### src/organ_settings.svh
`ifndef ORGAN_SETTINGS_SVH
`define ORGAN_SETTINGS_SVH

// ============================================================
// Bus and display widths
// ============================================================
`define ORGAN_DATA_W 32
`define ORGAN_DIGITS 6

// Register byte addresses
`define ORGAN_ADDR_CTRL  4'h0
`define ORGAN_ADDR_SPEED 4'h4
`define ORGAN_ADDR_NAME  4'h8
`define ORGAN_ADDR_COUNT 4'hC

// ============================================================
// Note half-periods in 50 MHz cycles
// ============================================================
`define ORGAN_HALF_DO  16'd47801
`define ORGAN_HALF_RE  16'd42589
`define ORGAN_HALF_MI  16'd37936
`define ORGAN_HALF_FA  16'd35816
`define ORGAN_HALF_SO  16'd31888
`define ORGAN_HALF_LA  16'd28409
`define ORGAN_HALF_SI  16'd25310
`define ORGAN_HALF_DO2 16'd23900

// Scope sampling count, 2 kHz at rest
`define ORGAN_SPEED_STEP    16'd100
`define ORGAN_DEFAULT_COUNT 16'd12499

`endif

### src/organ_pkg.sv
`include "organ_settings.svh"

package organ_pkg;

  // Eight notes of the scale, Do up to the octave
  typedef enum logic [2:0] {
    do_n,
    re_n,
    mi_n,
    fa_n,
    so_n,
    la_n,
    si_n,
    do2_n
  } note_e;

  // ============================================================
  // APB write word, two views selected by address
  // ============================================================
  typedef struct packed {
    logic [`ORGAN_DATA_W-5:0] reserved;
    note_e                    note;
    logic                     tone_enable;
  } ctrl_word_t;

  typedef struct packed {
    logic [`ORGAN_DATA_W-4:0] reserved;
    logic                     reset;
    logic                     down;
    logic                     up;
  } speed_cmd_t;

  typedef union packed {
    ctrl_word_t ctrl;
    speed_cmd_t speed;
  } organ_wdata_u;

  // APB request and response
  typedef struct packed {
    logic         psel;
    logic         penable;
    logic         pwrite;
    logic [3:0]   paddr;
    organ_wdata_u pwdata;
  } apb_req_t;

  typedef struct packed {
    logic [`ORGAN_DATA_W-1:0] prdata;
    logic                     pslverr;
  } apb_rsp_t;

  // Stage-to-stage payloads
  typedef struct packed {
    logic  tone_enable;
    note_e note;
  } tone_ctrl_t;

  typedef struct packed {
    logic reset;
    logic down;
    logic up;
  } speed_cmd_pulse_t;

  // Segments g..a, active low
  typedef logic [6:0] seg7_t;

  typedef logic signed [7:0] audio_sample_t;

endpackage

### src/organ_apb_regs.sv
`include "organ_settings.svh"

module organ_apb_regs
(
  input  logic                        CLK_50M,
  input  logic                        arst_n,
  input  organ_pkg::apb_req_t         apb_req,
  input  logic [15:0]                 sample_count,
  output organ_pkg::apb_rsp_t         apb_rsp,
  output organ_pkg::tone_ctrl_t       tone_ctrl,
  output organ_pkg::speed_cmd_pulse_t speed_cmd
);

  logic                     access;
  logic                     addr_ok;
  logic                     write_ok;
  logic                     bad_access;
  logic                     wr_en;
  logic [`ORGAN_DATA_W-1:0] rdata;

  // ASCII name, right-aligned, two or three characters
  function automatic logic [23:0] note_name(input organ_pkg::note_e note);
    case (note)
      organ_pkg::do_n: note_name = {8'h00, "Do"};
      organ_pkg::re_n: note_name = {8'h00, "Re"};
      organ_pkg::mi_n: note_name = {8'h00, "Mi"};
      organ_pkg::fa_n: note_name = {8'h00, "Fa"};
      organ_pkg::so_n: note_name = {8'h00, "So"};
      organ_pkg::la_n: note_name = {8'h00, "La"};
      organ_pkg::si_n: note_name = {8'h00, "Si"};
      default:         note_name = "DO2";
    endcase
  endfunction

  // ============================================================
  // Address decode and read mux
  // ============================================================
  always_comb
  begin
    addr_ok  = 1'b1;
    write_ok = 1'b0;
    rdata    = '0;
    case (apb_req.paddr)
      `ORGAN_ADDR_CTRL:
      begin
        write_ok = 1'b1;
        rdata    = {{(`ORGAN_DATA_W-4){1'b0}}, tone_ctrl.note, tone_ctrl.tone_enable};
      end
      // Write-only, reads as zero
      `ORGAN_ADDR_SPEED: write_ok = 1'b1;
      `ORGAN_ADDR_NAME:  rdata = {{(`ORGAN_DATA_W-24){1'b0}}, note_name(tone_ctrl.note)};
      `ORGAN_ADDR_COUNT: rdata = {{(`ORGAN_DATA_W-16){1'b0}}, sample_count};
      default:           addr_ok = 1'b0;
    endcase
  end

  assign access     = apb_req.psel & apb_req.penable;
  assign bad_access = access & (~addr_ok | (apb_req.pwrite & ~write_ok));
  assign wr_en      = access & apb_req.pwrite & ~bad_access;

  // Zero wait states, response lives in the access phase
  assign apb_rsp.pslverr = bad_access;
  assign apb_rsp.prdata  = (access & ~apb_req.pwrite & ~bad_access) ? rdata : '0;

  // ============================================================
  // Control register and command pulses
  // ============================================================
  always_ff @(posedge CLK_50M or negedge arst_n)
  begin
    if (!arst_n)
    begin
      tone_ctrl <= '0;
      speed_cmd <= '0;
    end
    else
    begin
      speed_cmd <= '0;
      if (wr_en && apb_req.paddr == `ORGAN_ADDR_CTRL)
      begin
        tone_ctrl.tone_enable <= apb_req.pwdata.ctrl.tone_enable;
        tone_ctrl.note        <= apb_req.pwdata.ctrl.note;
      end
      // One-cycle pulse per SPEED write
      if (wr_en && apb_req.paddr == `ORGAN_ADDR_SPEED)
      begin
        speed_cmd.up    <= apb_req.pwdata.speed.up;
        speed_cmd.down  <= apb_req.pwdata.speed.down;
        speed_cmd.reset <= apb_req.pwdata.speed.reset;
      end
    end
  end

endmodule

### src/tone_synth.sv
`include "organ_settings.svh"

module tone_synth
#(
  parameter int CLK_DIV_SHIFT = 0
)
(
  input  logic                     CLK_50M,
  input  logic                     arst_n,
  input  organ_pkg::tone_ctrl_t    tone_ctrl,
  output organ_pkg::audio_sample_t audio_sample
);

  organ_pkg::tone_ctrl_t ctrl_q;
  logic                  ctrl_changed;
  logic [15:0]           half_limit;
  logic [15:0]           counter;
  logic                  wave;

  // Half-period of each note at 50 MHz
  function automatic logic [15:0] half_period(input organ_pkg::note_e note);
    case (note)
      organ_pkg::do_n: half_period = `ORGAN_HALF_DO;
      organ_pkg::re_n: half_period = `ORGAN_HALF_RE;
      organ_pkg::mi_n: half_period = `ORGAN_HALF_MI;
      organ_pkg::fa_n: half_period = `ORGAN_HALF_FA;
      organ_pkg::so_n: half_period = `ORGAN_HALF_SO;
      organ_pkg::la_n: half_period = `ORGAN_HALF_LA;
      organ_pkg::si_n: half_period = `ORGAN_HALF_SI;
      default:         half_period = `ORGAN_HALF_DO2;
    endcase
  endfunction

  assign half_limit   = (half_period(tone_ctrl.note) >> CLK_DIV_SHIFT) - 16'd1;
  assign ctrl_changed = (tone_ctrl != ctrl_q);

  // ============================================================
  // Divider and square wave
  // ============================================================
  always_ff @(posedge CLK_50M or negedge arst_n)
  begin
    if (!arst_n)
    begin
      ctrl_q       <= '0;
      counter      <= '0;
      wave         <= 1'b0;
      audio_sample <= '0;
    end
    else
    begin
      ctrl_q <= tone_ctrl;
      // New note or enable restarts the count
      if (ctrl_changed)
        counter <= '0;
      else if (counter == half_limit)
      begin
        counter <= '0;
        wave    <= ~wave;
      end
      else
        counter <= counter + 16'd1;

      // Full-scale signed sample from the wave
      if (!tone_ctrl.tone_enable)
        audio_sample <= '0;
      else if (wave)
        audio_sample <= 8'sh7F;
      else
        audio_sample <= 8'sh80;
    end
  end

endmodule

### src/scope_rate_ctrl.sv
`include "organ_settings.svh"

module scope_rate_ctrl
(
  input  logic                        CLK_50M,
  input  logic                        arst_n,
  input  organ_pkg::speed_cmd_pulse_t speed_cmd,
  output logic [15:0]                 sample_count
);

  // Signed offset from the default count
  logic signed [15:0] speed;

  // ============================================================
  // Speed accumulator
  // ============================================================
  always_ff @(posedge CLK_50M or negedge arst_n)
  begin
    if (!arst_n)
      speed <= '0;
    else if (speed_cmd.reset)
      speed <= '0;
    else if (speed_cmd.up)
      speed <= speed + $signed(`ORGAN_SPEED_STEP);
    else if (speed_cmd.down)
      speed <= speed - $signed(`ORGAN_SPEED_STEP);
  end

  // Count register, wraps at 16 bits
  always_ff @(posedge CLK_50M or negedge arst_n)
  begin
    if (!arst_n)
      sample_count <= `ORGAN_DEFAULT_COUNT;
    else
      sample_count <= `ORGAN_DEFAULT_COUNT + $unsigned(speed);
  end

endmodule

### src/hex_display.sv
`include "organ_settings.svh"

module hex_display
(
  input  logic                                   CLK_50M,
  input  logic                                   arst_n,
  input  logic [15:0]                            sample_count,
  output organ_pkg::seg7_t [`ORGAN_DIGITS-1:0]   hex
);

  localparam int VALUE_W = 4 * `ORGAN_DIGITS;
  localparam logic [VALUE_W-1:0] RESET_VALUE = {{(VALUE_W-16){1'b0}}, `ORGAN_DEFAULT_COUNT};

  logic [VALUE_W-1:0] value;

  // Active-low hex patterns for segments g..a
  function automatic organ_pkg::seg7_t seg_decode(input logic [3:0] nibble);
    case (nibble)
      4'h0: seg_decode = 7'h40;
      4'h1: seg_decode = 7'h79;
      4'h2: seg_decode = 7'h24;
      4'h3: seg_decode = 7'h30;
      4'h4: seg_decode = 7'h19;
      4'h5: seg_decode = 7'h12;
      4'h6: seg_decode = 7'h02;
      4'h7: seg_decode = 7'h78;
      4'h8: seg_decode = 7'h00;
      4'h9: seg_decode = 7'h10;
      4'hA: seg_decode = 7'h08;
      4'hB: seg_decode = 7'h03;
      4'hC: seg_decode = 7'h46;
      4'hD: seg_decode = 7'h21;
      4'hE: seg_decode = 7'h06;
      default: seg_decode = 7'h0E;
    endcase
  endfunction

  assign value = {{(VALUE_W-16){1'b0}}, sample_count};

  // Reset shows the default count
  always_ff @(posedge CLK_50M or negedge arst_n)
  begin
    if (!arst_n)
    begin
      for (int i = 0; i < `ORGAN_DIGITS; i++)
        hex[i] <= seg_decode(RESET_VALUE[4*i +: 4]);
    end
    else
    begin
      for (int i = 0; i < `ORGAN_DIGITS; i++)
        hex[i] <= seg_decode(value[4*i +: 4]);
    end
  end

endmodule

### src/organ_top.sv
`include "organ_settings.svh"

module organ_top
#(
  parameter int CLK_DIV_SHIFT = 0
)
(
  input  logic                                 CLK_50M,
  input  logic                                 arst_n,
  input  organ_pkg::apb_req_t                  apb_req,
  output organ_pkg::apb_rsp_t                  apb_rsp,
  output organ_pkg::audio_sample_t             audio_sample,
  output organ_pkg::seg7_t [`ORGAN_DIGITS-1:0] hex
);

  organ_pkg::tone_ctrl_t       tone_ctrl;
  organ_pkg::speed_cmd_pulse_t speed_cmd;
  logic [15:0]                 sample_count;

  // ============================================================
  // Register stage
  // ============================================================
  organ_apb_regs u_regs
  (
    .CLK_50M      (CLK_50M),
    .arst_n       (arst_n),
    .apb_req      (apb_req),
    .sample_count (sample_count),
    .apb_rsp      (apb_rsp),
    .tone_ctrl    (tone_ctrl),
    .speed_cmd    (speed_cmd)
  );

  // Tone path
  tone_synth
  #(
    .CLK_DIV_SHIFT (CLK_DIV_SHIFT)
  )
  u_tone
  (
    .CLK_50M      (CLK_50M),
    .arst_n       (arst_n),
    .tone_ctrl    (tone_ctrl),
    .audio_sample (audio_sample)
  );

  // ============================================================
  // Scope rate and display
  // ============================================================
  scope_rate_ctrl u_rate
  (
    .CLK_50M      (CLK_50M),
    .arst_n       (arst_n),
    .speed_cmd    (speed_cmd),
    .sample_count (sample_count)
  );

  hex_display u_hex
  (
    .CLK_50M      (CLK_50M),
    .arst_n       (arst_n),
    .sample_count (sample_count),
    .hex          (hex)
  );

endmodule

### config.mk
export PLATFORM = sky130hd
export DESIGN_NAME = organ_top
export DESIGN_NICKNAME = d
export VERILOG_FILES = /design/src/organ_pkg.sv /design/src/organ_apb_regs.sv /design/src/tone_synth.sv /design/src/scope_rate_ctrl.sv /design/src/hex_display.sv /design/src/organ_top.sv
export VERILOG_INCLUDE_DIRS = /design/src
export SDC_FILE = /design/constraint.sdc
export NUM_CORES = 1
export LEC_CHECK = 0
export BUFFER_PORTS_ARGS = -buffer_cell sky130_fd_sc_hd__buf_2
export CORE_ASPECT_RATIO = 1.1
export CORE_MARGIN = 5
export CORE_UTILIZATION = 50
export CTS_CLUSTER_DIAMETER = 200
export DETAILED_ROUTE_END_ITERATION = 16
export GPL_TIMING_DRIVEN = 0
export MAX_ROUTING_LAYER = met4
export PLACE_DENSITY_LB_ADDON = 0.08
export SKIP_CTS_REPAIR_TIMING = 1
export SLEW_MARGIN = 20
export SYNTH_ARGS = -nofsm -noshare
export SYNTH_HDL_FRONTEND = slang
export SYNTH_SLANG_ARGS = --single-unit
### constraint.sdc
create_clock -name CLK_50M -period 6 [get_ports CLK_50M]
set_input_delay 0.9 -clock CLK_50M [delete_from_list [all_inputs] [get_ports CLK_50M]]
set_output_delay 0.9 -clock CLK_50M [all_outputs]
set_load 0.005 [all_outputs]
Word level (Yosys, flattened, before mapping)
Memories as Yosys holds them, arrays and structs flattened. A register that Yosys moved wholly into a read port is not among the register bits.
Index checks and enable logic that the tools add are counted.
{"block": "word_totals", "memories": 6, "word_cells": 76, "in_bits": 41, "ff_bits": 68, "mem_bits_ro": 672}
{"block": "op_classes", "reduce_logical": 14, "n_addsub": 5, "mux": 14, "n_eq_ne": 11, "bitwise_logic": 14}
{"memory": "(name not given)", "depth": 16, "word_bits": 7, "read_ports": 1, "rd_clocked_by_memory_dff": 1, "write_ports": 0, "line": "hex_display.sv:18", "source": "case (nibble)"}
{"memory": "(name not given)", "depth": 16, "word_bits": 7, "read_ports": 1, "rd_clocked_by_memory_dff": 1, "write_ports": 0, "line": "hex_display.sv:18"}
{"memory": "(name not given)", "depth": 16, "word_bits": 7, "read_ports": 1, "rd_clocked_by_memory_dff": 1, "write_ports": 0, "line": "hex_display.sv:18"}
{"memory": "(name not given)", "depth": 16, "word_bits": 7, "read_ports": 1, "rd_clocked_by_memory_dff": 1, "write_ports": 0, "line": "hex_display.sv:18"}
{"memory": "(name not given)", "depth": 16, "word_bits": 7, "read_ports": 1, "rd_clocked_by_memory_dff": 1, "write_ports": 0, "line": "hex_display.sv:18"}
{"memory": "(name not given)", "depth": 16, "word_bits": 7, "read_ports": 1, "rd_clocked_by_memory_dff": 1, "write_ports": 0, "line": "hex_display.sv:18"}
{"operator": "one-hot mux 23 bit (7 select lines)", "count": 1}
{"operator": "one-hot mux 16 bit (7 select lines)", "count": 1}
{"operator": "2-to-1 mux 16 bit", "count": 5}
{"operator": "one-hot mux 24 bit (3 select lines)", "count": 1}
{"operator": "2-to-1 mux 24 bit", "count": 1}
{"operator": "adder 14 x 16 -> 16 bit, first input constant", "count": 1}
{"operator": "adder 16 x 1 -> 16 bit, second input constant", "count": 1}
{"operator": "adder 16 x 8 -> 16 bit, second input constant", "count": 1}
{"operator": "== test 16 bit", "count": 1}
{"operator": "2-to-1 mux 8 bit", "count": 2}
{"operator": "subtractor 16 x 1 -> 16 bit, second input constant", "count": 1}
{"operator": "subtractor 16 x 8 -> 16 bit, second input constant", "count": 1}
{"operator": "== test 3 bit, second input constant", "count": 3}
{"operator": "== test 4 bit, second input constant", "count": 2}
{"operator": "bitwise AND 1 bit", "count": 7}
{"operator": "== test 3 x 2 -> 1 bit, second input constant", "count": 2}
{"operator": "logical NOT 1 bit", "count": 6}
{"operator": "inverter 1 bit", "count": 6}
{"operator": "== test 4 x 3 -> 1 bit, second input constant", "count": 1}
{"operator": "logical NOT 4 bit", "count": 1}
{"operator": "inequality test 4 bit", "count": 1}
{"operator": "OR reduction 4 bit", "count": 1}
{"operator": "== test 3 x 1 -> 1 bit, second input constant", "count": 1}
{"operator": "logical NOT 3 bit", "count": 1}
{"operator": "other kinds (7)", "count": 9}

Depth between registers and ports, before layout
{"block": "depth", "depth_word": 11, "depth_mapped": 13}

Cells and area by module
Synthesis repeated with hierarchy kept, for this count alone.
{"block": "hier_totals", "cells_unflattened": 603, "area_unflattened_um2": 6002.0}
{"mod": "hex_display", "area_per_inst_um2": 1910.6, "cells_each": 170, "n_inst": 1}
{"mod": "scope_rate_ctrl", "area_per_inst_um2": 1620.3, "cells_each": 153, "n_inst": 1}
{"mod": "tone_synth", "area_per_inst_um2": 1606.5, "cells_each": 174, "n_inst": 1}
{"mod": "organ_apb_regs", "area_per_inst_um2": 864.6, "cells_each": 106, "n_inst": 1}

Least setup slack after synthesis
Ideal clock, no wire load.
{"block": "synth_timing", "kind": "input to output", "startpoint": "input apb_req[38] (netlist name)", "endpoint": "output apb_rsp[23] (netlist name)", "arrival_ps": 2103, "n_path_buf": 2, "slack_ps": 2997, "cell_stages": 7, "path_cell_list": "nand2_1 -> nor3_1 -> nand2b_1 -> or2_2 -> clkbuf_1 -> nor2_1 -> buf_4"}
{"element": "start: declaration", "line": "organ_top.sv:10", "source": "input organ_pkg::apb_req_t apb_req,"}
{"element": "end: declaration", "line": "organ_top.sv:11", "source": "output organ_pkg::apb_rsp_t apb_rsp,"}

==> metrics.md <==
| Metric | Value |
|---|---|
| Sw power | 0.000893 W |
| Slew of the pin with the lowest slew margin | 0.642 ns |
| Synth Area per Inst | 9.06 µm² |
| Ratio of cells with drive above 1 in the final layout | 21.2% |
| Post-DP HPWL | 9410 µm |
| Die Ht | 119 µm |
| Total global routing overflow | 0 |
| Wirelength, routed | 12,200 µm |
| Antenna viol nets, final | 0 |
| Clock power share | 21.4% |
| Post-synth top area share | 34.5% |
| Largest net degree at the start of global routing | 45 |
| Critical path required time | 5.10 ns |
| Clk_skew | 0.00735 ns |
| Sequential area share after synthesis | 40.3% |
| Internal power | 0.00153 W |
| Synth async-reset ratio | 100% |
| CTS HTree Levels | 3 |
| Yosys warns | 0 |
| Fin nets | 771 |
| Initial antenna violation count | 2 |
| Wire length per cell | 14.4 µm |
| Port Buf Inserts | 66 |
| Area Growth Syn to Fin | 17.0% |
| Status | completed |
| Top-count cell post-synth | dfrtp_1 |
| CP max FO | 10 |
| Post-synth top flop | dfrtp_1 |
| Fin. Hold Viols | 0 |
| Sw frac | 36.9% |
| Setup Viol. Count Final | 0 |
| Achievable frequency | 0.279 GHz |
| Initial DRC Count | 166 |
| Number of synthesized register bits | 86 |
| Die X | 109 µm |
| CTS clk-pin slew, worst paths | 0.06 ns |
| Routed via count | 4,262 |
| Comb pwr share | 40.6% |
| Initial Utilization | 51.4% |
| Netlist area before placement | 0.00537 mm² |
| VDD IR max | 236 µV |
| Post-synth top cells | dfrtp_1 (74), nor2_1 (60), nand2_1 (56), buf_4 (38), a21oi_1 (37) |
| Yosys cell types | 55 |
| CTS Sinks | 86 |
| Cells after Synth | 593 |
| Crit start category | primary input |
| TritonCTS clock tree | yes |
| Leakage | 3.09 nW |
| CTS Buffer Depth | 2 |
| Die area | 0.0129 mm² |
| Tmin final | 3.58 ns |
| Sequential Power Share | 38.0% |
| Worst setup path class | primary input to output port |
| Vias in the first global route | 4,159 |
| Core Area | 0.0104 mm² |
| Global Route Usage Sum | 20.0% |
| I/O Pins | 124 |
| Residual DRC | 0 |
| Final Non-Filler Cells | 847 |
| Setup tns final | 0 ns |
| Worst slew margin | 57.0% |
| Global-route wire length before repair | 19,900 µm |
| PD cells | 385 mW/mm² |
| Placed cell count | 829 |
| Drt first pass iters | 4 |
| Clk_lat worst skew | 0.35 ns |
| EDFF count, synth | 0 |
| RSZ-0062 raised after global routing | false |
| Worst setup EP type | output port |
| Drt via density | 5.03 |
| Leading area contributor after synthesis | dfrtp_1 |
| Clock buffer count from CTS | 9 |
| Max-slew violations | 0 |
| Crit share post-route | 59.7% |
| CP arrival | 2.68 ns |
| Filler Cell Count | 986 |
| Largest cells by area after synthesis | dfrtp_1 (34%), ha_1 (7.5%), dfstp_2 (5.9%), buf_4 (5.3%), xor2_1 (4.6%) |
| Clk root buf | clkbuf_16 |
| FP Rows | 39 |
| Max_cap viols | 0 |
| Min-Delay Path Class | flip-flop to flip-flop |
| RD Place Congestion | 0.914 |
sequential cells by signal, indices dropped and copies added, names as in the netlist:
register / count
u_tone.wave: 1
u_tone.counter: 16
u_tone.ctrl_q: 4
u_regs.speed_cmd: 3
u_rate.speed: 14
u_tone.audio_sample: 2
u_hex.hex: 28
u_rate.sample_count: 14
u_regs.tone_ctrl: 4
per-stage QoR:
step	utilization [%]	hold WS (ns)	setup WS, ns	instance area [µm²]	power, W
6_report	60.2	0.402	2.42	6290	0.00242
4_1_cts	60.1	0.404	2.43	6280	0.00244
5_1_grt	60.2	0.414	2.37	6290	0.00262
3_3_place_gp	57.2	0.359	2.43	5980	0.00188
2_1_floorplan	-	0.349	3.00	5470	0.00163
3_5_place_dp	57.5	0.387	2.43	6000	0.00191
layout make-up:
type                       count  area, µm²  area share [%]
antenna                        2       5.00          0.0796
buffer                        68        439            6.99
clock buffer                  13        260            4.14
clock inverter                 3       20.0           0.318
inverter                      24       90.1            1.43
multi-input combinational    441       2770            44.1
sequential                    86       2170            34.5
tap                          143        179            2.85
timing repair buffer          67        353            5.61
power by group through the flow:
stage                     Clock (W)  Combinational, W  Sequential [W]
after floorplan                   0          0.000727        0.000903
after global placement            0          0.000961        0.000920
after detailed placement          0          0.000984        0.000928
after CTS                  0.000530          0.000988        0.000919
after global routing       0.000555           0.00112        0.000947
final                      0.000517          0.000983        0.000919
logic make-up (layout without fill, tap and decap cells):
family	after synthesis	count (layout)	synth area share, %
xor gates and xnor gates	46	46	7.50
AOI/OAI and AO/OA	121	121	13.8
other	2	30	0.140
buffers and inverters	92	175	9.85
muxes	13	13	2.52
DFF	86	86	40.3
adders and majority gates	34	34	8.01
and+or+nand+nor	199	199	17.8
critical path: stages:
cell,delay [ns]
buf_2,0.11
nor3_1,0.39
nand2b_1,0.23
or2_2,0.35
clkbuf_1,0.24
nor2_1,0.22
buf_4,0.13
buf_2,0.10
metal layers:
metal	wire length [µm]	share of wire [%]	vias up	GRT usage, %
met5	0	0	-	-
met4	265	2.2	0	8.37
met3	390	3.2	16	3.22
met2	6450	53	76	34.0
met1	5060	42	2017	23.2
li1	-	-	2153	-
final timing paths:
| kind | start | to | slack (ns) | cells after the start |
|---|---|---|---|---|
| max | apb_req[33] | apb_rsp[23] | 2.42 | 8 |
| min | u_regs.tone_ctrl[2]$_DFFE_PN0P_ | u_tone.ctrl_q[2]$_DFF_PN0_ | 0.40 | 0 |
| max reg2reg | u_regs.tone_ctrl[1]$_DFFE_PN0P_ | u_tone.counter[6]$_DFF_PN0_ | 2.90 | 13 |
| min reg2reg | u_regs.tone_ctrl[2]$_DFFE_PN0P_ | u_tone.ctrl_q[2]$_DFF_PN0_ | 0.40 | 0 |
| max in group asynchronous | arst_n | u_rate.sample_count[7]$_DFF_PN1_ | 4.79 | 2 |
| min in group asynchronous | arst_n | u_tone.counter[7]$_DFF_PN0_ | 0.54 | 1 |
layout by cell type, fill, tap and decap left out, types with 7 or more instances in the layout:
cell type	instances
a21oi_1	37
a22o_1	10
nor3_1	7
inv_1	24
nor2b_1	11
conb_1	28
o21ai_0	36
ha_1	32
xor2_1	28
dfstp_2	12
clkbuf_1	24
nor2_1	60
buf_2	68
buf_4	39
nand2b_1	8
nand3_1	20
and3_1	8
mux2i_1	9
nand2_1	56
dfrtp_1	74
clkbuf_16	9
xnor2_1	18
Note: power is estimated with default switching activity, not from simulation.
